**src/design/rtg_defs.svh**
```systemverilog
//////////////////////////////////////////////////
// Widths and sizes of the RTG display path
// Included by the RTL files and the testbench
//////////////////////////////////////////////////
`ifndef RTG_DEFS_SVH
`define RTG_DEFS_SVH

// Memory side
`define RTG_ADDR_W 25	// Frame buffer byte address
`define RTG_DATA_W 16	// One memory word, one high-colour pixel

// Colour
`define COLOR_W 8	// Bits per channel
`define CLUT_ENTRIES 256	// Palette size, 8-bit index

// Fetch buffering
`define FIFO_DEPTH 16	// Words held ahead of the display

// Timing counters
`define PIXCTR_W 4	// Clocks per fetch minus one
`define VBCTR_W 7	// Extra vblank lines
`define NATIVE_DIV 8	// Native pixel period, halved in low res

// Config port
`define CFG_DATA_W 32

`endif

```
**src/design/rtg_pkg.sv**
```systemverilog
//////////////////////////////////////////////////
// Shared types of the RTG display path
// Colour, native video, config writes, control bus
//////////////////////////////////////////////////
`default_nettype none

`include "rtg_defs.svh"

package rtg_pkg;

	// One display colour, 24 bits
	typedef struct packed {
		logic [`COLOR_W-1:0] r;
		logic [`COLOR_W-1:0] g;
		logic [`COLOR_W-1:0] b;
	} rgb_t;

	// Chipset video with its timing, 29 bits
	typedef struct packed {
		rgb_t rgb;
		logic hsync;
		logic vsync;
		logic csync;
		logic hblank;
		logic vblank;
	} native_video_t;

	// Register addresses of the config port
	typedef enum logic [2:0] {
		CFG_CONTROL     = 3'd0,	// Bit 0 enable, bit 1 CLUT mode
		CFG_BASE        = 3'd1,	// Frame buffer byte address
		CFG_PIXEL_WIDTH = 3'd2,	// Clocks per fetch minus one
		CFG_VBEND       = 3'd3,	// Lines added after vblank
		CFG_CLUT        = 3'd4	// Index 31..24, colour 23..0
	} cfg_reg_e;

	typedef struct packed {
		cfg_reg_e addr;
		logic [`CFG_DATA_W-1:0] data;
	} cfg_write_t;

	// Control bus to timer, FIFO and video out
	typedef struct packed {
		logic enable;
		logic clut_mode;
		logic [`PIXCTR_W-1:0] pixel_width;
		logic [`VBCTR_W-1:0] vbend;
		logic [`RTG_ADDR_W-1:0] base;
	} rtg_ctrl_t;

	typedef enum logic {
		FETCH_IDLE,	// Held at base address
		FETCH_RUN	// Streaming words
	} fetch_state_e;

endpackage

`default_nettype wire

```
**src/design/rtg_fetch_fifo.sv**
```systemverilog
//////////////////////////////////////////////////
// Frame buffer fetch FIFO
// Streams words from the base address, reserves
// space per request, restarts on vblank or disable
//////////////////////////////////////////////////
`default_nettype none
`timescale 1ns/1ps

`include "rtg_defs.svh"

module rtg_fetch_fifo import rtg_pkg::*; (
	input  wire logic                     CLK_114,
	input  wire logic                     reset,
	input  wire rtg_ctrl_t                ctrl,
	input  wire logic                     vblank,
	output logic                          mem_req_valid,
	input  wire logic                     mem_req_ready,
	output logic [`RTG_ADDR_W-1:0]        mem_req_addr,
	input  wire logic                     mem_rd_valid,	// In request order
	input  wire logic [`RTG_DATA_W-1:0]   mem_rd_data,
	input  wire logic                     fetch_strobe,	// Pop
	output logic [`RTG_DATA_W-1:0]        word	// Current display word
);

	localparam int PTR_W = $clog2(`FIFO_DEPTH);
	localparam int CNT_W = PTR_W + 2;

	fetch_state_e state;
	logic [`RTG_DATA_W-1:0] fifo_mem [`FIFO_DEPTH];
	logic [PTR_W-1:0] wr_ptr;
	logic [PTR_W-1:0] rd_ptr;
	logic [CNT_W-1:0] count;	// Words held
	logic [CNT_W-1:0] owed;	// Requests without response
	logic [CNT_W-1:0] drop;	// Stale responses still due
	logic [CNT_W-1:0] owed_next;
	logic [CNT_W-1:0] live;
	logic [`RTG_ADDR_W-1:0] next_addr;
	logic restart;
	logic xfer;
	logic issue;
	logic push;
	logic pop;

	assign restart   = vblank | ~ctrl.enable;
	assign xfer      = mem_req_valid & mem_req_ready;
	assign live      = owed - drop;	// Responses that will land here
	assign issue     = (state == FETCH_RUN) & ~restart & (~mem_req_valid | xfer) &
			   ((count + live) < CNT_W'(`FIFO_DEPTH));
	assign push      = mem_rd_valid & ~restart & (drop == '0);
	assign pop       = fetch_strobe & ~restart & (count != '0);	// Empty keeps last word
	assign owed_next = owed + CNT_W'(issue) - CNT_W'(mem_rd_valid);

	//////////////////////////////////////////////////
	// Request control and pointers
	//////////////////////////////////////////////////
	always_ff @(posedge CLK_114) begin
		if (reset) begin
			state         <= FETCH_IDLE;
			mem_req_valid <= 1'b0;
			next_addr     <= '0;
			owed          <= '0;
			drop          <= '0;
			count         <= '0;
			wr_ptr        <= '0;
			rd_ptr        <= '0;
		end else begin
			state <= restart ? FETCH_IDLE : FETCH_RUN;
			owed  <= owed_next;
			if (issue)
				mem_req_valid <= 1'b1;
			else if (xfer)
				mem_req_valid <= 1'b0;	// Held request stays until taken
			if (restart) begin
				next_addr <= ctrl.base;
				drop      <= owed_next;	// Everything in flight is stale
				count     <= '0;
				wr_ptr    <= '0;
				rd_ptr    <= '0;
			end else begin
				if (issue)
					next_addr <= next_addr + `RTG_ADDR_W'(2);
				if (mem_rd_valid && drop != '0)
					drop <= drop - 1'b1;
				if (push)
					wr_ptr <= wr_ptr + 1'b1;
				if (pop)
					rd_ptr <= rd_ptr + 1'b1;
				count <= count + CNT_W'(push) - CNT_W'(pop);
			end
		end
	end

	//////////////////////////////////////////////////
	// Data path
	//////////////////////////////////////////////////
	always_ff @(posedge CLK_114) begin
		if (issue)
			mem_req_addr <= next_addr;
		if (push)
			fifo_mem[wr_ptr] <= mem_rd_data;
		if (pop)
			word <= fifo_mem[rd_ptr];	// Head word
	end

endmodule

`default_nettype wire

```
**config.mk**
```make
export PLATFORM = sky130hd
export DESIGN_NAME = rtg_fetch_fifo
export DESIGN_NICKNAME = d
export VERILOG_FILES = /design/src/design/rtg_pkg.sv /design/src/design/rtg_fetch_fifo.sv
export VERILOG_INCLUDE_DIRS = /design/src /design/src/design
export SDC_FILE = /design/constraint.sdc
export NUM_CORES = 1
export LEC_CHECK = 0
export ABC_AREA = 1
export BUFFER_PORTS_ARGS = -buffer_cell sky130_fd_sc_hd__buf_2
export CAP_MARGIN = 20
export CELL_PAD_IN_SITES_DETAIL_PLACEMENT = 1
export CELL_PAD_IN_SITES_GLOBAL_PLACEMENT = 1
export CORE_ASPECT_RATIO = 1.25
export CORE_UTILIZATION = 52
export CTS_CLUSTER_DIAMETER = 30
export DETAILED_ROUTE_END_ITERATION = 7
export GPL_ROUTABILITY_DRIVEN = 0
export PLACE_DENSITY = 0.88
export RECOVER_POWER = 100
export SLEW_MARGIN = 10
export SYNTH_ARGS = -nofsm -noshare
export SYNTH_HDL_FRONTEND = slang
export SYNTH_SLANG_ARGS = --single-unit
```
**constraint.sdc**
```tcl
create_clock -name CLK_114 -period 5.7 [get_ports CLK_114]
set_clock_uncertainty 0.05 [all_clocks]
set_input_delay 1.14 -clock CLK_114 [delete_from_list [all_inputs] [get_ports CLK_114]]
set_output_delay 1.14 -clock CLK_114 [all_outputs]
set_load 0.05 [all_outputs]
```
==> results.md <==
- Worst hold path type: flop to flop
- Worst skew pair latency: ~600 ps
- Max-slew violations: 267
- Reg-to-reg critical path endpoint: drop[4]$_SDFFE_PP0P_
- Post-CTS Setup Repair Bufs: 0
- CP startpoint kind: primary input
- Number of cells on the critical path: 8
- Crit path from: ctrl[37]
- Tot GR Track Use: roughly 30%
- Finished Core Util: 62.2%
- YS warnings: 0
- CP cell instances: buf_2 -> inv_1 -> nor2_1 -> inv_1 -> clkbuf_1 -> nor2_1 -> nand2_1 -> nor2_1
- Reg2Reg Launch Point: count[3]$_SDFF_PP0_
- Slew margin rel.: -120%
- CP required: 5810 ps
- Worst r2r path cells: 22
- Routed WL per cell: 23.3 µm
- Most common library cell in the layout ignoring fill and taps: edfxtp_1
- Crit. End Element: flop
- Fmax: about 0.21 GHz
- Buf+Inv Stages, Crit Path: 4
- CTS tree: built
- Tot Pwr: 7.38 mW
- Syn Area/Cell: 11.2 µm²
- Max_cap viols: 8
- DRC: 0
- Root buf cell: clkbuf_16
- Flop pwr share: 39.3%
- Die Area: 30,300 µm²
- Setup total negative slack: 0 ps
- Worst Tran Pin Value: between 3000 and 4000 ps
- Total gr overflow: 0
- Final hold viol count: 0
- Worst setup path endpoint: fifo_mem[12][3]$_DFFE_PP_
- Clock slew at reported path FFs: about 50 ps
- Arrival @ worst endpoint: 4880 ps
- Vias per inst: 5.73
- Die X: 156 µm
- Pleak: 6.53 nW
- Post_cts resized: 0
- Int Power: 5.51 mW
- Initial Util: between 50% and 60%
- Routed Antenna Nets: 0
- Antenna cell count: 0
- Fin crit share: around 84%
- Clock sink total: 350
- Nets: 1,584
- RSZ-0062 raised after global routing: false
- Sequential area share after synthesis: 64.8%
- R2R Setup Slk: 960 ps
- Core area: 29,200 µm²
- CTS Buffer Depth: 3
- Hold buffer count at cts: 0
- Failing checks: capacitance limit, slew limit
- Commonest cells after routing, fill and taps aside: edfxtp_1 (297), nand2_1 (218), inv_1 (153)
- Layout area overhead: 17.8%
- CP max-delay cell: nor2_1
- DR vias: 11,100
- Switching part of the total: 25.3%
- Worst Setup Path Type: primary input to flop
- Total CTS buffers: 60
- I/O Buffers: around 90
- Combinational Power Share: 9.7%
- Die height: approximately 200 µm
- Switch Pwr: 1.87 mW
- Final WL: 45,100 µm
- Drt pass-1 iters: 5
- Clock group share of total power: 51.0%
- Crit path largest cell delay: 1740 ps
- Peak VDD IR: 0.000277 V
- Drt initial violations: just over 700
- CP delay by family, top: simple AND/OR/NAND/NOR gates
- Crit path max fanout: 32
- HPWL Detailed: ~25,000 µm
- Largest net degree at the start of global routing: 81
- Number of setup violations in the final report: 0
- Ports: 102
- Library cells used by synthesis: 37
- Mapped Cells: 1,379
- Fin crit period: 4770 ps
- Outcome: finished, violations left
- Layout cells sized above 1: 9.40%
- #FFs+latches synth: 350
- Row cnt: 70
- Fill cell count: 3,094
- Vias in the first global route: 12,100
- PwrDens: 406 nW/µm²
- CTS H-Tree Depth: 2
- Global-route wire length before repair: 69,000 µm
- Initial antenna violation count: 0
- Post-Syn Area: about 15,000 µm²
- Most used cell, CP: nor2_1
- Mapped Nets: 1,471
-- power by group through the flow --
stage                     combinational [mW]  clock (mW)  sequential, mW
after floorplan                        0.512           0            2.95
after global placement                 0.672           0            2.94
after detailed placement               0.716           0            2.95
after CTS                              0.736        3.79            2.90
after global routing                   0.825        3.88            2.91
final                                  0.715        3.76            2.90
-- how the worst min path moves through the flow --
stage               cells past startpoint                   endpoint                      start
finish                                  0  mem_req_addr[0]$_DFFE_PP_  next_addr[0]$_SDFFE_PP0P_
global route                            0  mem_req_addr[0]$_DFFE_PP_  next_addr[0]$_SDFFE_PP0P_
CTS                                     0  mem_req_addr[0]$_DFFE_PP_  next_addr[0]$_SDFFE_PP0P_
detailed placement                      0  mem_req_addr[0]$_DFFE_PP_  next_addr[0]$_SDFFE_PP0P_
global placement                        0  mem_req_addr[0]$_DFFE_PP_  next_addr[0]$_SDFFE_PP0P_
floorplan                               0  mem_req_addr[0]$_DFFE_PP_  next_addr[0]$_SDFFE_PP0P_
-- layer usage --
metal  vias up  part of all wire (%)  track usage, %
li1       5042                     -               -
met4         0                   4.1            14.1
met1      5505                    39            35.6
met5         -                     0               0
met3       125                   5.9            5.66
met2       432                    51            53.5
-- cell type report --
cell class / count / area (µm²) / share of cell area (%)
flip-flops and latches: 350 / 9980 / 55.0
multi-input cells: 810 / 4490 / 24.8
clock buffers: 70 / 1550 / 8.54
inverters: 157 / 589 / 3.25
clock inverters: 42 / 556 / 3.06
well taps: 396 / 495 / 2.73
repair buffers: 113 / 484 / 2.67
-- logic make-up after synthesis --
family / share of synthesized area, %
flops: 64.8
simple gates: 11.5
fa+ha+maj: 2.89
xor+xnor: 0.626
buf+inv: 5.89
compound gates: 10.1
mux: 4.16
-- registers in the layout, indices dropped and copies added (netlist names) --
signal,cells
fifo_mem,256
mem_req_addr,25
next_addr,25
word,16
count,6
drop,6
owed,6
rd_ptr,4
wr_ptr,4
mem_req_valid,1
state,1
-- cell usage after synthesis --
master / number / area [µm²]
o21bai_1: 2 / 15.0
ha_1: 26 / 325
fa_1: 6 / 120
nand2_2: 1 / 6.26
xnor2_1: 3 / 26.3
nand3_2: 1 / 10.0
mux2i_1: 64 / 641
a211oi_1: 1 / 7.51
buf_4: 2 / 15.0
nor3_1: 1 / 5.00
xor2_1: 8 / 70.1
nand2_1: 217 / 815
dfxtp_1: 53 / 1060
a21oi_1: 92 / 460
edfxtp_1: 297 / 8920
o31ai_1: 4 / 30.0
a21o_1: 1 / 7.51
o211ai_1: 67 / 503
clkbuf_2: 1 / 5.00
a31oi_1: 2 / 12.5
buf_6: 8 / 90.1
buf_1: 10 / 37.5
nor2_4: 2 / 22.5
o21ai_1: 5 / 25.0
nand4_1: 4 / 25.0
inv_1: 153 / 574
o21ai_0: 99 / 495
inv_2: 1 / 3.75
clkinv_1: 3 / 11.3
nand3_1: 59 / 295
nand2_4: 1 / 11.3
clkbuf_1: 28 / 105
nor2_1: 129 / 484
nand3b_1: 8 / 60.1
or2_2: 2 / 12.5
buf_2: 13 / 65.1
nor2_2: 5 / 31.3
-- through the flow --
stage	instance area (µm²)	hold WS, ps	setup WS (ps)	cells
2_1_floorplan	15400	359	1810	1379
3_3_place_gp	16200	368	1650	1820
3_5_place_dp	16300	390	1550	1823
4_1_cts	18400	402	1460	1935
5_1_grt	18100	413	620	1938
6_report	18100	406	930	1938
Note: power is estimated with default switching activity, not from simulation.
