--- config.mk ---
export PLATFORM = sky130hd
export DESIGN_NAME = rtg_pixel_timer
export DESIGN_NICKNAME = d
export VERILOG_FILES = /design/src/design/rtg_pkg.sv /design/src/design/rtg_pixel_timer.sv
export VERILOG_INCLUDE_DIRS = /design/src /design/src/design
export SDC_FILE = /design/constraint.sdc
export NUM_CORES = 1
export LEC_CHECK = 0
export BUFFER_PORTS_ARGS = -buffer_cell sky130_fd_sc_hd__buf_2
export CAP_MARGIN = 20
export CORE_ASPECT_RATIO = 0.7
export CORE_MARGIN = 5
export CORE_UTILIZATION = 44
export DETAILED_ROUTE_END_ITERATION = 10
export GPL_ROUTABILITY_DRIVEN = 1
export PLACE_DENSITY = 0.84
export SYNTH_ARGS = -nofsm -noshare
export SYNTH_HDL_FRONTEND = slang
export SYNTH_SLANG_ARGS = --single-unit
--- constraint.sdc ---
create_clock -name CLK_114 -period 3.3 [get_ports CLK_114]
set_input_delay 0.495 -clock CLK_114 [delete_from_list [all_inputs] [get_ports CLK_114]]
set_output_delay 0.495 -clock CLK_114 [all_outputs]
set_load 0.02 [all_outputs]
--- src/design/rtg_defs.svh ---
//////////////////////////////////////////////////
// Widths and sizes of the RTG display path
// Included by the RTL files and the testbench
//////////////////////////////////////////////////
`ifndef RTG_DEFS_SVH
`define RTG_DEFS_SVH

// Memory side
`define RTG_ADDR_W 25	// Frame buffer byte address
`define RTG_DATA_W 16	// One memory word, one high-colour pixel

// Colour
`define COLOR_W 8	// Bits per channel
`define CLUT_ENTRIES 256	// Palette size, 8-bit index

// Fetch buffering
`define FIFO_DEPTH 16	// Words held ahead of the display

// Timing counters
`define PIXCTR_W 4	// Clocks per fetch minus one
`define VBCTR_W 7	// Extra vblank lines
`define NATIVE_DIV 8	// Native pixel period, halved in low res

// Config port
`define CFG_DATA_W 32

`endif

--- src/design/rtg_pkg.sv ---
//////////////////////////////////////////////////
// Shared types of the RTG display path
// Colour, native video, config writes, control bus
//////////////////////////////////////////////////
`default_nettype none

`include "rtg_defs.svh"

package rtg_pkg;

	// One display colour, 24 bits
	typedef struct packed {
		logic [`COLOR_W-1:0] r;
		logic [`COLOR_W-1:0] g;
		logic [`COLOR_W-1:0] b;
	} rgb_t;

	// Chipset video with its timing, 29 bits
	typedef struct packed {
		rgb_t rgb;
		logic hsync;
		logic vsync;
		logic csync;
		logic hblank;
		logic vblank;
	} native_video_t;

	// Register addresses of the config port
	typedef enum logic [2:0] {
		CFG_CONTROL     = 3'd0,	// Bit 0 enable, bit 1 CLUT mode
		CFG_BASE        = 3'd1,	// Frame buffer byte address
		CFG_PIXEL_WIDTH = 3'd2,	// Clocks per fetch minus one
		CFG_VBEND       = 3'd3,	// Lines added after vblank
		CFG_CLUT        = 3'd4	// Index 31..24, colour 23..0
	} cfg_reg_e;

	typedef struct packed {
		cfg_reg_e addr;
		logic [`CFG_DATA_W-1:0] data;
	} cfg_write_t;

	// Control bus to timer, FIFO and video out
	typedef struct packed {
		logic enable;
		logic clut_mode;
		logic [`PIXCTR_W-1:0] pixel_width;
		logic [`VBCTR_W-1:0] vbend;
		logic [`RTG_ADDR_W-1:0] base;
	} rtg_ctrl_t;

	typedef enum logic {
		FETCH_IDLE,	// Held at base address
		FETCH_RUN	// Streaming words
	} fetch_state_e;

endpackage

`default_nettype wire

--- src/design/rtg_pixel_timer.sv ---
//////////////////////////////////////////////////
// Pixel timing of the RTG path
// Fetch strobe, CLUT byte select, native divider
// and vblank stretched by vbend lines
//////////////////////////////////////////////////
`default_nettype none
`timescale 1ns/1ps

`include "rtg_defs.svh"

module rtg_pixel_timer import rtg_pkg::*; (
	input  wire logic          CLK_114,
	input  wire logic          reset,
	input  wire rtg_ctrl_t     ctrl,
	input  wire native_video_t native,
	input  wire logic          low_res,	// Half native period
	output logic               fetch_strobe,	// Pop next word
	output logic               byte_sel,	// Low byte in CLUT mode
	output logic               rtg_blank,
	output logic               pixel_out	// Pixel strobe, one clock ahead of rgb
);

	localparam int DIV_W = $clog2(`NATIVE_DIV);

	logic [`PIXCTR_W-1:0] pixctr;	// Fetch clock
	logic [`VBCTR_W-1:0]  vb_ctr;	// Lines since vblank
	logic                 vb_ext;
	logic                 hsync_d;
	logic                 byte_sel_d;
	logic                 fetch_strobe_d;
	logic                 byte_rise;
	logic                 native_tick;
	logic [DIV_W-1:0]     native_ctr;
	logic [DIV_W-1:0]     native_last;

	assign rtg_blank    = native.hblank | native.vblank | vb_ext;
	assign fetch_strobe = ctrl.enable & ~rtg_blank & (pixctr == ctrl.pixel_width);
	assign byte_rise    = byte_sel & ~byte_sel_d;	// Second pixel of the word

	assign native_last = low_res ? DIV_W'(`NATIVE_DIV / 2 - 1) : DIV_W'(`NATIVE_DIV - 1);
	assign native_tick = (native_ctr == native_last);

	//////////////////////////////////////////////////
	// Fetch clock and byte select
	//////////////////////////////////////////////////
	always_ff @(posedge CLK_114) begin
		if (reset) begin
			pixctr   <= '0;
			byte_sel <= 1'b0;
		end else if (rtg_blank || fetch_strobe) begin
			pixctr   <= '0;	// Restart period
			byte_sel <= 1'b0;	// High byte first
		end else begin
			pixctr <= pixctr + 1'b1;
			if (pixctr == (ctrl.pixel_width >> 1))
				byte_sel <= 1'b1;	// Halfway
		end
	end

	//////////////////////////////////////////////////
	// Vblank extension
	//////////////////////////////////////////////////
	always_ff @(posedge CLK_114) begin
		if (reset) begin
			vb_ext  <= 1'b0;
			vb_ctr  <= '0;
			hsync_d <= 1'b0;
		end else begin
			hsync_d <= native.hsync;
			if (native.vblank) begin
				vb_ext <= 1'b1;
				vb_ctr <= '0;
			end else if (native.hsync && !hsync_d) begin
				if (vb_ctr == ctrl.vbend)
					vb_ext <= 1'b0;	// Line after the last hidden one
				else
					vb_ctr <= vb_ctr + 1'b1;	// Count each line start
			end
		end
	end

	//////////////////////////////////////////////////
	// Native divider and pixel strobe select
	//////////////////////////////////////////////////
	always_ff @(posedge CLK_114) begin
		if (reset) begin
			native_ctr     <= '0;
			byte_sel_d     <= 1'b0;
			fetch_strobe_d <= 1'b0;
			pixel_out      <= 1'b0;
		end else begin
			native_ctr     <= native_tick ? '0 : native_ctr + 1'b1;
			byte_sel_d     <= byte_sel;
			fetch_strobe_d <= fetch_strobe;
			if (!ctrl.enable)
				pixel_out <= native_tick;
			else if (ctrl.clut_mode)
				pixel_out <= fetch_strobe_d | byte_rise;	// Extra clock for palette read
			else
				pixel_out <= fetch_strobe;
		end
	end

endmodule

`default_nettype wire

==> results.txt, run 1 <==
----------------------------------------------------
[Run status]
  Status ... completed

[Routing]
  Routed vias/inst ... 5.13
  Number of DRC violations after detailed-routing iteration 0 ... 39
  Uppermost metal layer occupied by signal nets ... met4
  M1 wire length ... 1.03 mm
  Wirelength, routed ... 2.36 mm
  Met3 routed WL ... 100 um
  Wirelength per Cell ... 13.8 um
  First-pass detailed-route iteration total ... 4
  Routed wire length on met2 ... 1.18 mm
  Drt drc ... 0
  Vias after detailed routing ... 877
  Number of routed nets with antenna violations ... 0

[Global routing]
  Via count of the first global-routing pass ... 918
  Number of antenna violations at the first check in global routing ... 0
  Aggregate global routing overflow ... 0
  Maximum number of pins on one net before global-route repair ... 17
  Gr usage total ... 0.143
  First-pass GRT wire length ... 4.04 mm

[Critical path]
  Arr. time, crit path ... 1.55 ns
  Critical R2R Capture ... vb_ctr[5]
  Startpoint Class ... flip-flop
  Slowest cell on the critical path ... sky130_fd_sc_hd__dfxtp_1
  CP peak stage delay ... 0.39 ns
  Slack of the worst reg-to-reg path ... 1.76 ns
  Worst R2R Path Depth ... 4
  Startpoint-to-endpoint class of the critical path ... reg2out
  Data required time at the worst endpoint ... 2.80 ns
  Startpoint of the most critical setup path ... pixctr[2]
  Biggest fanout along the worst timing path ... 4
  Sort of element at the end of the critical path ... output port
  Cell breakdown of the critical path ... xor2_1 > nor3_2 > nand4b_4 > inv_1 > buf_2
  Start of the worst register-to-register path ... vb_ctr[5]

[Synth]
  Register bit total from synthesis ... 20
  Net count of the mapped netlist ... 186
  Seq/Total Area, Yosys ... 0.372
  Flip-flop cell with the highest count after synthesis ... sky130_fd_sc_hd__dfxtp_1
  Count of warnings emitted by yosys ... 0
  Post-synthesis instance total ... 113
  Distinct cell type count after synthesis ... 31
  Cell types occupying the most area after synthesis ... sky130_fd_sc_hd__dfxtp_1 37%, sky130_fd_sc_hd__xor2_1 12%, sky130_fd_sc_hd__mux2i_1 7.4%, sky130_fd_sc_hd__nor2_1 4.5%, sky130_fd_sc_hd__nand2_1 3.8%
  Count of flip-flops with a built-in enable after synthesis ... 0
  Leading area contributor after synthesis ... sky130_fd_sc_hd__dfxtp_1
  Ys async rst share ... 0
  Area share of the leading cell type in the synthesized netlist ... 0.372
  Cell area after technology mapping ... 0.00108 mm^2
  Avg Synthesized Cell Area ... 9.52 um^2

[STA]
  RSZ-0062 raised after global routing ... false
  Transition time at the pin with the least slew margin ... 0.545 ns
  Number of hold violations in the final report ... 0
  Clk_skew ... 0.00343 ns
  Max Freq ... 488 MHz
  Worst slew margin ... 0.634
  Total negative slack for setup checks ... 0 ns
  Portion of the clock cycle consumed by the worst path in the final layout ... 0.621
  Final period demand of the worst path ... 2.05 ns
  # setup viols final ... 0
  Min Hold Slack ... 0.429 ns
  Final number of max-transition violations ... 0

[Floorplan]
  Area of the die ... 0.00355 mm^2
  IO Count ... 74
  Die height ... 51.4 um
  Chip Width ... 69.1 um
  Initial core utilization ... 0.448
  Core box area ... 0.00240 mm^2
  Core Rows ... 15

[Placed design]
  Placed cell areas ... 0.00122 mm^2
  Buffers on Ports ... 22
  HPWL Detailed ... 1.79 mm
  Last weighted congestion value of the routability-driven placer ... 0.751

[Final layout]
  Sequential cell area in the final layout ... 400 um^2
  Post-route cell area ... 0.00127 mm^2
  Leading cell type in the layout, fill and taps excluded ... sky130_fd_sc_hd__buf_2
  Layout cells sized above 1 ... 0.241
  Antenna Diode Count ... 0
  Top library cells by usage in the layout, fill and taps aside ... 22 x sky130_fd_sc_hd__buf_2, 20 x sky130_fd_sc_hd__dfxtp_1, 15 x sky130_fd_sc_hd__xor2_1, 13 x sky130_fd_sc_hd__nor2_1, 11 x sky130_fd_sc_hd__nand2_1
  Number of filler cells placed in the layout ... 240
  Footprint of the multi-input gates ... 652 um^2
  Area overhead of the layout relative to synthesis ... 18.3%
  NumNets Final ... 211

[Clocking]
  Hold bufs inserted after CTS ... 0
  Number of levels the H-tree was split into ... 1
  CTS tree ... built
  Clock buffers created by TritonCTS ... 3
  Clk sinks ... 20
  Worst skew pair latency ... 0.31 ns
  Buffers inserted by post-CTS timing repair ... 0
  Number of buffers on the longest clock path ... 2
  Cell at the root of the clock tree ... sky130_fd_sc_hd__clkbuf_4
  Clock-pin slew on the worst setup and hold paths ... 0.12 ns
  Quantity of gates resized following cts ... 0

[Power]
  Leak pwr ... 0.558 nW
  Total power density per cell area ... 408 mW/mm^2
  Peak supply drop ... 0.000167 V

[Run]
  Count of max-cap constraint violations ... 0

[Hold path]
  Class of the tightest hold or removal check ... in2reg
  Destination of the worst hold path ... hsync_d
  Worst Hold Path Cells ... 2
  Launch instance of the worst min-delay path ... native[4]

----------------------------------------------------
==> flip-flops by register name, indices dropped and copies added, names as in the netlist <==
| signal | flops |
|---|---|
| vb_ctr | 7 |
| pixctr | 4 |
| byte_sel_d | 1 |
| hsync_d | 1 |
| native_ctr | 3 |
| pixel_out | 1 |
| vb_ext | 1 |
| fetch_strobe_d | 1 |
| byte_sel | 1 |
==> power by group <==
| group | internal [mW] | total, mW | switching [mW] |
|---|---|---|---|
| Sequential | 0.248 | 0.253 | 0.00460 |
| Clock | 0.123 | 0.203 | 0.0804 |
| Combinational | 0.0270 | 0.0626 | 0.0356 |
==> cells in the mapped netlist (3+ instances only) <==
| library cell | count |
|---|---|
| sky130_fd_sc_hd__nor2b_1 | 3 |
| sky130_fd_sc_hd__mux2i_1 | 8 |
| sky130_fd_sc_hd__nor2_1 | 13 |
| sky130_fd_sc_hd__inv_1 | 4 |
| sky130_fd_sc_hd__dfxtp_1 | 20 |
| sky130_fd_sc_hd__a21oi_1 | 4 |
| sky130_fd_sc_hd__xor2_1 | 15 |
| sky130_fd_sc_hd__nand2_1 | 11 |
| sky130_fd_sc_hd__ha_1 | 3 |
| sky130_fd_sc_hd__or3_1 | 6 |
==> critical path: cells and delay by family (launching register included) <==
family        cells  cell delay [ns]
xor+xnor          1             0.20
buf+inv           2             0.22
flops             1             0.39
simple gates      2             0.43
==> kinds of logic (layout without fill, tap and decap cells) <==
group / count (synthesis) / after routing / share of synthesized area
DFF: 20 / 20 / 0.372
xor gates and xnor gates: 17 / 17 / 0.138
and+or+nand+nor: 49 / 49 / 0.271
muxes: 8 / 8 / 0.0744
AOI/OAI and AO/OA: 10 / 10 / 0.0872
buffers and inverters: 6 / 30 / 0.0221
adders and majority gates: 3 / 3 / 0.0349
==> per-layer routing <==
metal,up-vias,track usage
li1,440,-
met1,414,0.168
met2,18,0.245
met3,5,0.0255
met4,0,0.0877
met5,-,0
==> cell type report <==
class	count	share of cell area
Clock buffer	3	0.0177
Clock inverter	1	0.0236
Inverter	4	0.0118
Multi-Input combinational cell	87	0.512
Sequential cell	20	0.315
Tap cell	34	0.0334
Timing Repair Buffer	22	0.0865
==> through the flow <==
stage                     utilization  worst slack (ns)  std cells  total power [mW]
after global placement          0.508              1.35        167             0.316
after floorplan                     -              1.32        113             0.296
final                           0.530              1.25        171             0.519
after global routing            0.530              1.12        171             0.537
after CTS                       0.530              1.25        171             0.518
after detailed placement        0.508              1.35        167             0.320
==> worst max-delay path by stage <==
| stage | endpoint | slack (ns) |
|---|---|---|
| 2_1_floorplan | fetch_strobe | 1.32 |
| 3_3_place_gp | fetch_strobe | 1.35 |
| 3_5_place_dp | fetch_strobe | 1.35 |
| 4_1_cts | fetch_strobe | 1.25 |
| 5_1_grt | fetch_strobe | 1.12 |
| 6_report | fetch_strobe | 1.25 |
(Power assumes the default switching activity.)
==> run 2: changes to the inputs <==
Settings changed: CORE_UTILIZATION 44 to 41, PLACE_DENSITY 0.84 to 0.8.
Clock period 3.3 ns to 2.1 ns, I/O delays scaled along.
==> run 2 against run 1 <==
Effect of this change:
- die area increased by 6.1%
- wire length is essentially flat
- global-route usage shrank 0.84 points
- first-iteration DRC count increased by 10%
- largest cell class unchanged
==> results.txt, run 2 (synthesized netlist as in run 1, its figures left out) <==
----------------------------------------------------
[Run status]
  Status ... completed (unchanged)

[Clocking]
  Buffers inserted by post-CTS timing repair ... 0 (unchanged)
  CTS tree ... built (unchanged)
  Clock-pin slew on the worst setup and hold paths ... 0.08 ns (was 0.12 ns)
  Cell at the root of the clock tree ... sky130_fd_sc_hd__clkbuf_8 (was sky130_fd_sc_hd__clkbuf_4)
  Number of buffers on the longest clock path ... 2 (unchanged)
  Number of levels the H-tree was split into ... 1 (unchanged)
  Quantity of gates resized following cts ... 0 (unchanged)
  Clock buffers created by TritonCTS ... 3 (unchanged)
  Hold bufs inserted after CTS ... 0 (unchanged)
  Clk sinks ... 20 (unchanged)
  Worst skew pair latency ... 0.26 ns (was 0.31 ns)

[STA]
  Clk_skew ... 0.00582 ns (was 0.00343 ns)
  Final number of max-transition violations ... 0 (unchanged)
  Max Freq ... 567 MHz
  Final worst setup slack ... 0.338 ns (was 1.25 ns)
  Number of hold violations in the final report ... 0 (unchanged)
  # setup viols final ... 0 (unchanged)
  Final period demand of the worst path ... 1.76 ns
  Portion of the clock cycle consumed by the worst path in the final layout ... 0.839
  Min Hold Slack ... 0.306 ns (was 0.429 ns)
  Worst slew margin ... 0.606 (was 0.634)
  RSZ-0062 raised after global routing ... false (unchanged)
  Total negative slack for setup checks ... 0 ns (unchanged)
  Transition time at the pin with the least slew margin ... 0.590 ns (was 0.545 ns)

[Global routing]
  First-pass GRT wire length ... 3.97 mm (was 4.04 mm)
  Aggregate global routing overflow ... 0 (unchanged)
  Number of antenna violations at the first check in global routing ... 0 (unchanged)
  Maximum number of pins on one net before global-route repair ... 17 (unchanged)
  Via count of the first global-routing pass ... 870 (was 918)
  Gr usage total ... 0.135 (was 0.143)

[Critical path]
  Biggest fanout along the worst timing path ... 4 (unchanged)
  Start of the worst register-to-register path ... vb_ctr[2] (was vb_ctr[5])
  Startpoint-to-endpoint class of the critical path ... reg2out (unchanged)
  Timing endpoint of the critical path ... fetch_strobe (unchanged)
  Cell breakdown of the critical path ... xor2_1 > nor3_2 > nand4b_4 > inv_1 > buf_2 (unchanged)
  Stages on the worst setup path ... 5 (unchanged)
  CP bufs+invs ... 2 (unchanged)
  Slowest cell on the critical path ... sky130_fd_sc_hd__dfxtp_1 (unchanged)
  Slack of the worst reg-to-reg path ... 0.55 ns (was 1.76 ns)
  Startpoint of the most critical setup path ... pixctr[2] (unchanged)
  Critical R2R Capture ... vb_ctr[6] (was vb_ctr[5])
  Worst R2R Path Depth ... 4 (unchanged)
  Arr. time, crit path ... 1.45 ns (was 1.55 ns)
  Family of cells with the greatest summed delay on the critical path ... simple AND/OR/NAND/NOR gates (unchanged)
  CP peak stage delay ... 0.36 ns (was 0.39 ns)
  Sort of element at the end of the critical path ... output port (unchanged)
  Data required time at the worst endpoint ... 1.78 ns (was 2.80 ns)
  Startpoint Class ... flip-flop (unchanged)

[Routing]
  First-pass detailed-route iteration total ... 4 (unchanged)
  Number of routed nets with antenna violations ... 0 (unchanged)
  Wirelength per Cell ... 13.8 um (about the same)
  Number of DRC violations after detailed-routing iteration 0 ... 43 (was 39)
  Wirelength, routed ... 2.36 mm (about the same)
  Vias after detailed routing ... 905 (was 877)
  Routed vias/inst ... 5.29 (was 5.13)
  Drt drc ... 0 (unchanged)

[Placed design]
  Placement Setup Slack ... 0.488 ns (was 1.35 ns)
  Placed cell areas ... 0.00122 mm^2 (unchanged)
  Cell Count Post-Placement ... 167 (unchanged)
  Buffers on Ports ... 22 (unchanged)
  HPWL Detailed ... 1.73 mm (was 1.79 mm)
  Last weighted congestion value of the routability-driven placer ... 0.792 (was 0.751)

[Final layout]
  NumNets Final ... 211 (unchanged)
  Max reg flops ... 7 (unchanged)
  Leading cell type in the layout, fill and taps excluded ... sky130_fd_sc_hd__buf_2 (unchanged)
  Post-route cell area ... 0.00127 mm^2 (about the same)
  Non-Filler Instances ... 171 (unchanged)
  Sequential cell area in the final layout ... 400 um^2 (unchanged)
  Footprint of the multi-input gates ... 652 um^2 (unchanged)
  Number of filler cells placed in the layout ... 225 (was 240)
  Utilization after layout ... 0.515 (was 0.530)
  Area overhead of the layout relative to synthesis ... 18.5% (was 18.3%)
  Register bank with the most flops ... vb_ctr (unchanged)
  Largest regs ... vb_ctr x7, pixctr x4, native_ctr x3 (unchanged)
  Antenna Diode Count ... 0 (unchanged)
  Layout cells sized above 1 ... 0.241 (unchanged)
  Top library cells by usage in the layout, fill and taps aside ... 22 x sky130_fd_sc_hd__buf_2, 20 x sky130_fd_sc_hd__dfxtp_1, 15 x sky130_fd_sc_hd__xor2_1, 13 x sky130_fd_sc_hd__nor2_1, 11 x sky130_fd_sc_hd__nand2_1 (unchanged)

[Power]
  Total power ... 789 uW (was 519 uW)
  Peak supply drop ... 0.000302 V (was 0.000167 V)
  Total power density per cell area ... 619 mW/mm^2 (was 408 mW/mm^2)
  Leak pwr ... 0.559 nW (was 0.558 nW)

[Floorplan]
  Area of the die ... 0.00377 mm^2 (was 0.00355 mm^2)
  Chip Width ... 71.2 um (was 69.1 um)
  Core box area ... 0.00248 mm^2 (was 0.00240 mm^2)
  Die height ... 52.9 um (was 51.4 um)
  IO Count ... 74 (unchanged)
  Core Rows ... 15 (unchanged)
  Initial core utilization ... 0.434 (was 0.448)

[Hold path]
  Class of the tightest hold or removal check ... in2reg (unchanged)

[Run]
  Count of max-cap constraint violations ... 0 (unchanged)

----------------------------------------------------
-- run 2: cell type report --
class                      count  share of cell area
tap                           34              0.0334
sequential                    20               0.314
inverter                       4              0.0118
clock buffer                   4              0.0432
timing repair buffer          22              0.0864
multi-input combinational     87               0.511
-- run 2: worst min path at each step --
stage | start | end | slack [ns] | depth (start not counted)
after global placement | native_ctr[0] | native_ctr[0] | 0.42 | 1
after detailed placement | native_ctr[0] | native_ctr[0] | 0.46 | 1
after floorplan | native_ctr[0] | native_ctr[0] | 0.41 | 1
after global routing | native[4] | hsync_d | 0.33 | 2
after CTS | native[4] | hsync_d | 0.31 | 2
final | native[4] | hsync_d | 0.31 | 2
-- run 2: per-layer routing --
| metal | up-vias | GRT usage | routed length, um |
|---|---|---|---|
| met5 | - | 0 | 0 |
| met4 | 0 | 0.0563 | 102 |
| met3 | 16 | 0.0285 | 134 |
| met2 | 38 | 0.230 | 1110 |
| met1 | 413 | 0.166 | 1010 |
| li1 | 438 | - | - |
-- run 2: report_power, final --
group	total (mW)	internal, mW	switching (mW)
Combinational	0.0994	0.0428	0.0566
Sequential	0.398	0.390	0.00795
Clock	0.292	0.167	0.125
