[src/design/rtg_defs.svh]
//////////////////////////////////////////////////
// Widths and sizes of the RTG display path
// Included by the RTL files and the testbench
//////////////////////////////////////////////////
`ifndef RTG_DEFS_SVH
`define RTG_DEFS_SVH

// Memory side
`define RTG_ADDR_W 25	// Frame buffer byte address
`define RTG_DATA_W 16	// One memory word, one high-colour pixel

// Colour
`define COLOR_W 8	// Bits per channel
`define CLUT_ENTRIES 256	// Palette size, 8-bit index

// Fetch buffering
`define FIFO_DEPTH 16	// Words held ahead of the display

// Timing counters
`define PIXCTR_W 4	// Clocks per fetch minus one
`define VBCTR_W 7	// Extra vblank lines
`define NATIVE_DIV 8	// Native pixel period, halved in low res

// Config port
`define CFG_DATA_W 32

`endif

[src/design/rtg_pkg.sv]
//////////////////////////////////////////////////
// Shared types of the RTG display path
// Colour, native video, config writes, control bus
//////////////////////////////////////////////////
`default_nettype none

`include "rtg_defs.svh"

package rtg_pkg;

	// One display colour, 24 bits
	typedef struct packed {
		logic [`COLOR_W-1:0] r;
		logic [`COLOR_W-1:0] g;
		logic [`COLOR_W-1:0] b;
	} rgb_t;

	// Chipset video with its timing, 29 bits
	typedef struct packed {
		rgb_t rgb;
		logic hsync;
		logic vsync;
		logic csync;
		logic hblank;
		logic vblank;
	} native_video_t;

	// Register addresses of the config port
	typedef enum logic [2:0] {
		CFG_CONTROL     = 3'd0,	// Bit 0 enable, bit 1 CLUT mode
		CFG_BASE        = 3'd1,	// Frame buffer byte address
		CFG_PIXEL_WIDTH = 3'd2,	// Clocks per fetch minus one
		CFG_VBEND       = 3'd3,	// Lines added after vblank
		CFG_CLUT        = 3'd4	// Index 31..24, colour 23..0
	} cfg_reg_e;

	typedef struct packed {
		cfg_reg_e addr;
		logic [`CFG_DATA_W-1:0] data;
	} cfg_write_t;

	// Control bus to timer, FIFO and video out
	typedef struct packed {
		logic enable;
		logic clut_mode;
		logic [`PIXCTR_W-1:0] pixel_width;
		logic [`VBCTR_W-1:0] vbend;
		logic [`RTG_ADDR_W-1:0] base;
	} rtg_ctrl_t;

	typedef enum logic {
		FETCH_IDLE,	// Held at base address
		FETCH_RUN	// Streaming words
	} fetch_state_e;

endpackage

`default_nettype wire

[src/design/rtg_video_out.sv]
//////////////////////////////////////////////////
// Video output stage of the RTG path
// High-colour or CLUT pixels, native fallback,
// OSD overlay and the registered outputs
//////////////////////////////////////////////////
`default_nettype none
`timescale 1ns/1ps

`include "rtg_defs.svh"

module rtg_video_out import rtg_pkg::*; (
	input  wire logic                               CLK_114,
	input  wire logic                               reset,
	input  wire rtg_ctrl_t                          ctrl,
	input  wire logic [`RTG_DATA_W-1:0]             word,
	input  wire logic                               byte_sel,
	input  wire logic                               rtg_blank,
	input  wire logic                               pixel_out,
	input  wire native_video_t                      native,
	input  wire logic                               osd_window,
	input  wire logic                               osd_pixel,
	output logic [$clog2(`CLUT_ENTRIES)-1:0]        clut_idx,
	input  wire rgb_t                               clut_rgb,
	output rgb_t                                    rgb,
	output logic                                    hsync,
	output logic                                    vsync,
	output logic                                    csync,
	output logic                                    pixel_strobe
);

	logic       blank_d1;	// Lined up with word
	logic       blank_d2;	// Lined up with palette colour
	logic       rtg_show;
	logic [1:0] osd_rg;
	logic [1:0] osd_b;
	rgb_t       hc_rgb;
	rgb_t       base_rgb;
	rgb_t       osd_rgb;

	// OSD colour on top, picture shifted down
	function automatic logic [`COLOR_W-1:0] osd_mix(input logic [1:0] top,
							input logic [`COLOR_W-1:0] ch);
		return {top, ch[`COLOR_W-1:2]};
	endfunction

	assign clut_idx = byte_sel ? word[7:0] : word[15:8];	// High byte first

	// 5 bits per channel, top bits repeated
	assign hc_rgb.r = {word[14:10], word[14:12]};
	assign hc_rgb.g = {word[9:5], word[9:7]};
	assign hc_rgb.b = {word[4:0], word[4:2]};

	assign rtg_show = ctrl.enable & ~(ctrl.clut_mode ? blank_d2 : blank_d1);
	assign base_rgb = !rtg_show ? native.rgb : (ctrl.clut_mode ? clut_rgb : hc_rgb);

	assign osd_rg    = {2{osd_pixel}};	// White or black
	assign osd_b     = {1'b1, osd_pixel};	// Blue tint off pixel
	assign osd_rgb.r = osd_mix(osd_rg, base_rgb.r);
	assign osd_rgb.g = osd_mix(osd_rg, base_rgb.g);
	assign osd_rgb.b = osd_mix(osd_b, base_rgb.b);

	//////////////////////////////////////////////////
	// Output registers
	//////////////////////////////////////////////////
	always_ff @(posedge CLK_114) begin
		if (reset) begin
			blank_d1     <= 1'b1;
			blank_d2     <= 1'b1;
			hsync        <= 1'b0;
			vsync        <= 1'b0;
			csync        <= 1'b0;
			pixel_strobe <= 1'b0;
		end else begin
			blank_d1     <= rtg_blank;
			blank_d2     <= blank_d1;
			hsync        <= native.hsync;
			vsync        <= native.vsync;
			csync        <= native.csync;
			pixel_strobe <= pixel_out;	// Same cycle as its colour
		end
	end

	always_ff @(posedge CLK_114) begin
		rgb <= osd_window ? osd_rgb : base_rgb;
	end

endmodule

`default_nettype wire

[config.mk]
export PLATFORM = sky130hd
export DESIGN_NAME = rtg_video_out
export DESIGN_NICKNAME = d
export VERILOG_FILES = /design/src/design/rtg_pkg.sv /design/src/design/rtg_video_out.sv
export VERILOG_INCLUDE_DIRS = /design/src /design/src/design
export SDC_FILE = /design/constraint.sdc
export NUM_CORES = 1
export LEC_CHECK = 0
export CAP_MARGIN = 0
export CORE_AREA = 2 2 57 59
export DETAILED_ROUTE_END_ITERATION = 10
export DIE_AREA = 0 0 59 61
export DONT_BUFFER_PORTS = 1
export PLACE_DENSITY_LB_ADDON = 0.05
export SLEW_MARGIN = 15
export SYNTH_ARGS = -nofsm -noshare
export SYNTH_HDL_FRONTEND = slang
export SYNTH_SLANG_ARGS = --single-unit
[constraint.sdc]
create_clock -name CLK_114 -period 1.8 [get_ports CLK_114]
set_input_delay 0 -clock CLK_114 [delete_from_list [all_inputs] [get_ports CLK_114]]
set_output_delay 0 -clock CLK_114 [all_outputs]
set_load 0.01 [all_outputs]
==> results of run 1 <==
per-stage QoR:
| step | hold slack (ns) | power, mW | std cells |
|---|---|---|---|
| global route | 0.0171 | 1.56 | 229 |
| floorplan | 0.0716 | 0.968 | 150 |
| global placement | 0.0745 | 0.969 | 174 |
| CTS | 0.00212 | 1.49 | 229 |
| finish | -0.00255 | 1.48 | 229 |
| detailed placement | 0.0736 | 0.972 | 174 |
routing by layer:
| metal | track usage | vias to the layer above |
|---|---|---|
| li1 | - | 605 |
| met1 | 0.282 | 574 |
| met2 | 0.378 | 74 |
| met3 | 0.0917 | 6 |
| met4 | 0.0747 | 0 |
| met5 | 0 | - |
area by class of cell:
cell class | count | area (um2)
flip-flops and latches | 30 | 601
multi-input cells | 110 | 878
clock buffers | 7 | 55.1
fillers | 241 | 872
repair buffers | 48 | 500
clock inverters | 1 | 5.00
well taps | 33 | 41.3
worst max-delay path, cell delays in order:
cell and delay [ns]:
dlygate4sd3_1 0.60, buf_12 0.22, mux4_2 0.50, dlygate4sd3_1 0.58
sequential cells by signal (all words and copies together) (netlist names):
signal and flops:
rgb 24, blank_d1 1, blank_d2 1, csync 1
hsync 1, pixel_strobe 1, vsync 1
cells in the final DEF (no fill, tap or decap), types with 4 or more instances in the layout:
master         netlist  layout
nand2_1             37      37
mux2_2              14      14
mux2i_1             31      31
o21ai_0              5       5
nor2b_1              4       4
mux4_2               6       6
nand2b_1            10      10
dlygate4sd3_1        0      46
dfxtp_1             30      30
clkbuf_4             0       5
worst max path at each step:
| stage | endpoint | slack (ns) | cells after the start | start |
|---|---|---|---|---|
| global route | rgb[19] | 0.003 | 5 | blank_d2 |
| finish | rgb[17] | 0.1 | 4 | osd_window |
| detailed placement | rgb[3] | 0.43 | 5 | blank_d1 |
| CTS | rgb[20] | 0.1 | 5 | blank_d1 |
| floorplan | rgb[0] | 0.67 | 4 | blank_d1 |
| global placement | rgb[4] | 0.44 | 5 | blank_d1 |
kinds of logic after synthesis:
logic type / Yosys count / synth area share
and+or+nand+nor: 54 / 0.158
AOI/OAI and AO/OA: 5 / 0.0162
buffers and inverters: 10 / 0.0477
muxes: 51 / 0.390
DFF: 30 / 0.388
what timing repair did:
item	4_1_cts	5_1_grt
hold buffers	47	0
setup endpoints to repair	0	3
gates resized for setup	0	1
endpoints found under the hold margin	30	0
power by group through the flow:
| stage | sequential, mW | clock (mW) | combinational (mW) |
|---|---|---|---|
| 2_1_floorplan | 0.784 | 0 | 0.184 |
| 4_1_cts | 0.776 | 0.426 | 0.290 |
| 3_3_place_gp | 0.791 | 0 | 0.177 |
| 6_report | 0.776 | 0.410 | 0.291 |
| 3_5_place_dp | 0.791 | 0 | 0.181 |
| 5_1_grt | 0.783 | 0.456 | 0.319 |
==> results.cfg, run 1 <==
[cells_and_area]
fin_area_um2 = 2080
final_util = 0.705
drive_gt1_frac = 0.163
antenna_cells = 0
area_delta_synth_final_pct = 34.4
nets = 309

[sta]
fin_crit_sh = 0.945
worst_slack_ns = 0.0982
max_freq_mhz = 588
maxSlewHeadroom = 0.731
tightestPinTransition_ns = 0.402
whs_ns = -0.00255
setup_viol = 0
setup-tns-final_ns = 0
slew_violations = 0
hold_viol_final = 1
period_needed_ns = 1.70
rsz0062_at_grt = false
skew_ns = 0.00876

[grt]
grt_usage = 0.232
antenna_found_initial = 0
grt_overflow_total = 0
grt_pass1_vias = 1248
grt_pass1_wl_um = 5960
grt_max_degree = 27

[critical_path]
r2r-end = rgb[17]
ff2ff_path_depth = 4
reg2reg_slack_ns = 0.1
rr_startpoint = blank_d2
crit_fanout = 25
crit_required_ns = 2.00
critPathKind = primary input to register
start_kind = primary input
crit_arrival_ns = 1.90
end_kind = register

[place]
gp_congestion = 0.741
dpl_cell_area_um2 = 1540
portBuffers = 0
pre_cts_slack_ns = 0.435
dp_hpwl_um = 2770

[synth]
async_flop_share = 0
synth_common_cells = nand2_1 (37), mux2i_1 (31), dfxtp_1 (30)
syn-num-nets = 264
synthFlopType = dfxtp_1
ys_seq_area_frac = 0.388
yosysMostFrequentCell = nand2_1
ys_ff_latch = 30
syn_area_um2 = 1550
yosys.area.top_type = dfxtp_1
syn_area_per_cell_um2 = 10.3
yosys-top-cells-area = dfxtp_1 (39%), mux2i_1 (20%), mux2_2 (10%)
netlist-cell-type-count = 13
synth_top_area_frac = 0.388
synthCells = 150
yosys_warnings = 0
synth_edf_count = 0

[power]
power_frac_seq = 0.525
power.internal_mw = 1.09
p_sw_uw = 385
p_clk_frac = 0.278
powerDensity_nw_per_um2 = 710
power.share.combinational = 0.197
leakage_nw = 1.01
peakVddDrop_mv = 0.412
swShare = 0.260

[min_path]
whs_endpoint = rgb[5]
holdPathStages = 4
hp-class = primary input to register
worst_hold_startpoint = ctrl[36]

[floorplanning]
io-pin-count = 150
die_y_um = 61
row_count = 20
initial_core_util = 0.524
die_area_um2 = 3600
die-width_um = 59
core-area_um2 = 2950

[routing]
wire_per_inst_um = 17.3
first_pass_iters = 4
viasPerCell = 5.50
dr_wl_met2_um = 1920
ant_nets = 0
wl_met1_um = 1600
routed_wl_um = 3960
vias = 1259
top_layer = met4
drt_iter0_drc = 28
wl_met3_um = 400
drcViolationCount = 0

[clock_tree]
cts.sinks = 30
cts_buffers = 5
clk_path_buf_depth = 2
cts-root-buf = clkbuf_4
clk_pin_slew_ns = 0.09
cts_tree = built
cts_setup_buffers = 0
htreeDepth = 2
clk_latency_ns = 0.32

[status]
status = finished, violations left
violations = hold timing

[run]
drv_cap = 0
(Power assumes the default switching activity.)
==> run 2: changes to the inputs <==
--- a/config.mk
+++ b/config.mk
@@ -7,9 +7,8 @@
 export NUM_CORES = 1
 export LEC_CHECK = 0
 export CAP_MARGIN = 0
-export CORE_AREA = 2 2 57 59
+export CORE_UTILIZATION = 45
 export DETAILED_ROUTE_END_ITERATION = 10
-export DIE_AREA = 0 0 59 61
 export DONT_BUFFER_PORTS = 1
 export PLACE_DENSITY_LB_ADDON = 0.05
 export SLEW_MARGIN = 15
==> run 2 against run 1 <==
Compared with the run above: sequential power about the same; the flow now finishes without violations; register-to-register slack worse by 0.05 ns; core utilization up 0.29 points; via count up 4.1%; die area up 2.2%; count of clock-buffer cells in the layout down 1; first-iteration DRC count up 29%; non-clock buffer count up 4; critical path type is now register to register.
==> results.cfg, run 2 (synthesis results as in run 1) <==
[status]
status = finished, final reports clean

[sta]
max_freq_mhz = 571
period_needed_ns = 1.75
rsz0062_at_grt = true
maxSlewHeadroom = 0.842
slew_violations = 0
hold_viol_final = 0
worst_slack_ns = 0.0477
skew_ns = 0.00744
setup_viol = 0
fin_crit_sh = 0.974
tightestPinTransition_ns = 0.230

[routing]
wire_per_inst_um = 18.6
first_pass_iters = 4
drcViolationCount = 0
routed_wl_um = 4500
vias = 1311
viasPerCell = 5.42
drt_iter0_drc = 36
ant_nets = 0

[cells_and_area]
final_util = 0.708
largest_reg_flops = 24
nets = 313
area_delta_synth_final_pct = 44.1
antenna_cells = 0
nFillCells = 255
layout_commonest_cell = dlygate4sd3_1
drive_gt1_frac = 0.217
final_cell_mix = dlygate4sd3_1 (42), nand2_1 (37), dfxtp_1 (29)
regMostFlops = rgb

[power]
leakage_nw = 1.05
peakVddDrop_mv = 0.391
powerDensity_nw_per_um2 = 684
p_total_mw = 1.53

[place]
pre_cts_slack_ns = 0.538
dp_hpwl_um = 2740
portBuffers = 0
gp_congestion = 0.789

[clock_tree]
clk_latency_ns = 0.33
cts_tree = built
cts.sinks = 30
cts_buffers = 5
cts-root-buf = clkbuf_4
clk_path_buf_depth = 2
htreeDepth = 2
clk_pin_slew_ns = 0.09

[grt]
grt_pass1_vias = 1391
antenna_found_initial = 0
grt_usage = 0.241
grt_pass1_wl_um = 6220
grt_max_degree = 35
grt_overflow_total = 0

[min_path]
hp-class = primary input to register

[floorplanning]
initial_core_util = 0.491
row_count = 20
io-pin-count = 150
die-width_um = 60.6
core-area_um2 = 3150
die_y_um = 60.6
die_area_um2 = 3680

[critical_path]
worstPathCellList = mux2i_1 > nand2_2 > buf_12 > mux2i_4 > o21ai_1 > dlygate4sd3_1
crit_fanout = 10
start_kind = register
crit_arrival_ns = 2.02
critPathKind = register to register
end_kind = register
crit_required_ns = 2.06
cp_slowest_stage_delay_ns = 0.60
slowest_stage = dlygate4sd3_1

[run]
drv_cap = 0
-- run 2: changes by cell type in the layout (fill, tap and decap cells not counted), moves of 2 or more --
cell | previous run | this run
dlygate4sd3_1 | 46 | 42
dlymetal6s4s_1 | 0 | 6
mux2i_2 | 0 | 2
mux2i_4 | 0 | 6
mux2i_1 | 31 | 23
o21ai_0 | 5 | 3
-- run 2: timing repair --
action / in CTS / in global routing
setup buffers: 0 / 1
gates resized for setup: 0 / 30
hold buffers: 47 / 2
hold endpoints to repair: 30 / 1
endpoints found under the setup margin: 0 / 15
-- run 2: final timing paths --
check,from,end,slack (ns),cells after the start
setup / recovery,blank_d1,rgb[22],0.05,6
hold / removal,clut_rgb[16],rgb[16],0.009,3
setup reg to reg,blank_d1,rgb[22],0.05,6
hold reg to reg,blank_d1,blank_d2,0.44,1
-- run 2: metal layers --
layer | vias to the layer above | wire (um) | track usage
li1 | 609 | - | -
met1 | 615 | 1640 | 0.250
met2 | 77 | 2330 | 0.418
met3 | 10 | 454 | 0.122
met4 | 0 | 68 | 0.0877
met5 | - | 0 | 0
-- run 2: layout make-up --
type	instances	area, um2	share of cell area
Tap cell	44	55.1	0.0247
Multi-Input combinational cell	110	960	0.430
Sequential cell	30	602	0.270
Timing Repair Buffer	52	563	0.252
Clock buffer	6	51.3	0.0230
-- run 2: through the flow --
stage	cells	TNS, ns	area [um2]	hold WS (ns)
after global routing	242	-0.150	2230	0.00594
after global placement	186	0	1540	0.0744
after floorplan	150	0	1550	0.0716
after CTS	239	0	2080	0.000707
final	242	0	2230	0.00854
after detailed placement	186	0	1540	0.0740
-- run 2: report_power, final --
| group | switching [mW] | internal (mW) | total (mW) |
|---|---|---|---|
| clock | 0.220 | 0.176 | 0.396 |
| sequential | 0.0524 | 0.725 | 0.777 |
| combinational | 0.134 | 0.220 | 0.354 |
| total | 0.406 | 1.12 | 1.53 |
-- run 2: worst max-delay path: cells and delay by family, from the launching register on --
| kind | cells | cell delay [ns] |
|---|---|---|
| multiplexers | 2 | 0.34 |
| flip-flops | 1 | 0.32 |
| AND/OR/NAND/NOR | 1 | 0.12 |
| AO/OA/AOI/OAI | 1 | 0.14 |
| buffers and inverters | 2 | 0.77 |
==> run 3: changes to the inputs <==
--- a/config.mk
+++ b/config.mk
@@ -10,6 +10,7 @@
 export CORE_UTILIZATION = 45
 export DETAILED_ROUTE_END_ITERATION = 10
 export DONT_BUFFER_PORTS = 1
+export GPL_ROUTABILITY_DRIVEN = 0
 export PLACE_DENSITY_LB_ADDON = 0.05
 export SLEW_MARGIN = 15
 export SYNTH_ARGS = -nofsm -noshare
==> constraint.sdc (replaced) <==
create_clock -name CLK_114 -period 1.8 [get_ports CLK_114]
set_input_delay 0.36 -clock CLK_114 [delete_from_list [all_inputs] [get_ports CLK_114]]
set_output_delay 0.36 -clock CLK_114 [all_outputs]
set_load 0.01 [all_outputs]
==> run 3 against run 2 <==
Compared with the run above: routed wire length shrank 22%; die area is the same; combinational power down 50%; critical path type unchanged.
==> results.cfg, run 3 (synthesis results as in run 1) <==
[critical_path]
end_kind = register
crit_fanout = 14
crit_family = multiplexers
start_kind = register
crit_required_ns = 2.00
critPathKind = register to register
crit_arrival_ns = 1.45
critPathMostFrequentCell = mux2i_1
slowest_stage = dfxtp_1
path_buf_inv = 1
worstPathCellList = mux2i_1 > nand2_2 > buf_4 > mux2i_1 > mux2i_1
cp_slowest_stage_delay_ns = 0.33

[sta]
skew_ns = 0.00603
period_needed_ns = 1.25
hold_viol_final = 0
slew_violations = 0
whs_ns = 0.104
maxSlewHeadroom = 0.846
setup_viol = 0
worst_slack_ns = 0.553
tightestPinTransition_ns = 0.224
setup-tns-final_ns = 0
max_freq_mhz = 802
fin_crit_sh = 0.693
rsz0062_at_grt = false

[clock_tree]
cts_hold_buf = 0
cts_buffers = 5
cts-root-buf = clkbuf_4
htreeDepth = 2
clk_pin_slew_ns = 0.09
clk_path_buf_depth = 2
post_cts_resized = 0
cts_tree = built
clk_latency_ns = 0.32
cts.sinks = 30
cts_setup_buffers = 0

[place]
dpl_cell_area_um2 = 1540
portBuffers = 0
dp_hpwl_um = 2740
pre_cts_slack_ns = 0.446

[cells_and_area]
nFillCells = 324
final_util = 0.506
layout_commonest_cell = nand2_1
antenna_cells = 0
nets = 263
final_cell_mix = nand2_1 (37), mux2i_1 (31), dfxtp_1 (30)
largest_reg_flops = 24
drive_gt1_frac = 0.209
fin_area_um2 = 1600
regMostFlops = rgb
area_delta_synth_final_pct = 3.07

[power]
powerDensity_nw_per_um2 = 837
leakage_nw = 0.799
peakVddDrop_mv = 0.392

[grt]
grt_overflow_total = 0
grt_max_degree = 35
grt_pass1_wl_um = 5110
grt_usage = 0.201
grt_pass1_vias = 1087
antenna_found_initial = 0

[status]
status = finished, final reports clean

[routing]
routed_wl_um = 3510
viasPerCell = 5.56
wire_per_inst_um = 18.3
vias = 1067
ant_nets = 0
drt_iter0_drc = 44
first_pass_iters = 3
drcViolationCount = 0

[floorplanning]
die-width_um = 60.6
io-pin-count = 150
row_count = 20
initial_core_util = 0.491
die_area_um2 = 3680
core-area_um2 = 3150
die_y_um = 60.6

[run]
drv_cap = 0

[min_path]
hp-class = primary input to register
run 3: cell count changes in the layout (fill, tap and decap cells not counted), moves of 2 or more:
cell and change:
o21ai_0 +2, mux2i_1 +8, buf_12 -3, mux2i_4 -6, mux2i_2 -2, dlygate4sd3_1 -42, dlymetal6s4s_1 -6
run 3: report_power, final:
| group | leakage [nW] | internal [mW] | switching (mW) |
|---|---|---|---|
| Combinational | 0.517 | 0.103 | 0.0747 |
| Clock | 0.0302 | 0.176 | 0.207 |
| Sequential | 0.252 | 0.724 | 0.0503 |
| Total | 0.799 | 1.00 | 0.332 |
run 3: path summary, 6_finish.rpt:
| path | end | depth (start not counted) | slack (ns) | startpoint |
|---|---|---|---|---|
| setup / recovery | rgb[4] | 5 | 0.55 | blank_d1 |
| hold / removal | hsync | 1 | 0.10 | reset |
| setup reg to reg | rgb[4] | 5 | 0.55 | blank_d1 |
| hold reg to reg | blank_d2 | 1 | 0.45 | blank_d1 |
run 3: metrics by stage:
step                power (mW)  instances
detailed placement       0.970        186
CTS                       1.35        192
floorplan                0.968        150
finish                    1.34        192
global placement         0.967        186
global route              1.41        192
run 3: worst register-to-register path: stages (launching register included):
cell	delay, ns
dfxtp_1	0.33
mux2i_1	0.08
nand2_2	0.08
buf_4	0.25
mux2i_1	0.30
mux2i_1	0.11
run 3: layout make-up:
cell class                 instances  area, um2  area share
clock buffer                       6       51.3      0.0322
multi-input combinational        110        873       0.547
sequential                        30        601       0.376
tap                               44       55.1      0.0345
timing repair buffer               2       15.0     0.00941
run 3: routing by layer:
metal	vias up	GRT usage	wire length, um
li1	505	-	-
met1	488	0.238	1400
met2	69	0.300	1610
met3	5	0.124	458
met4	0	0.0682	46
met5	-	0	0
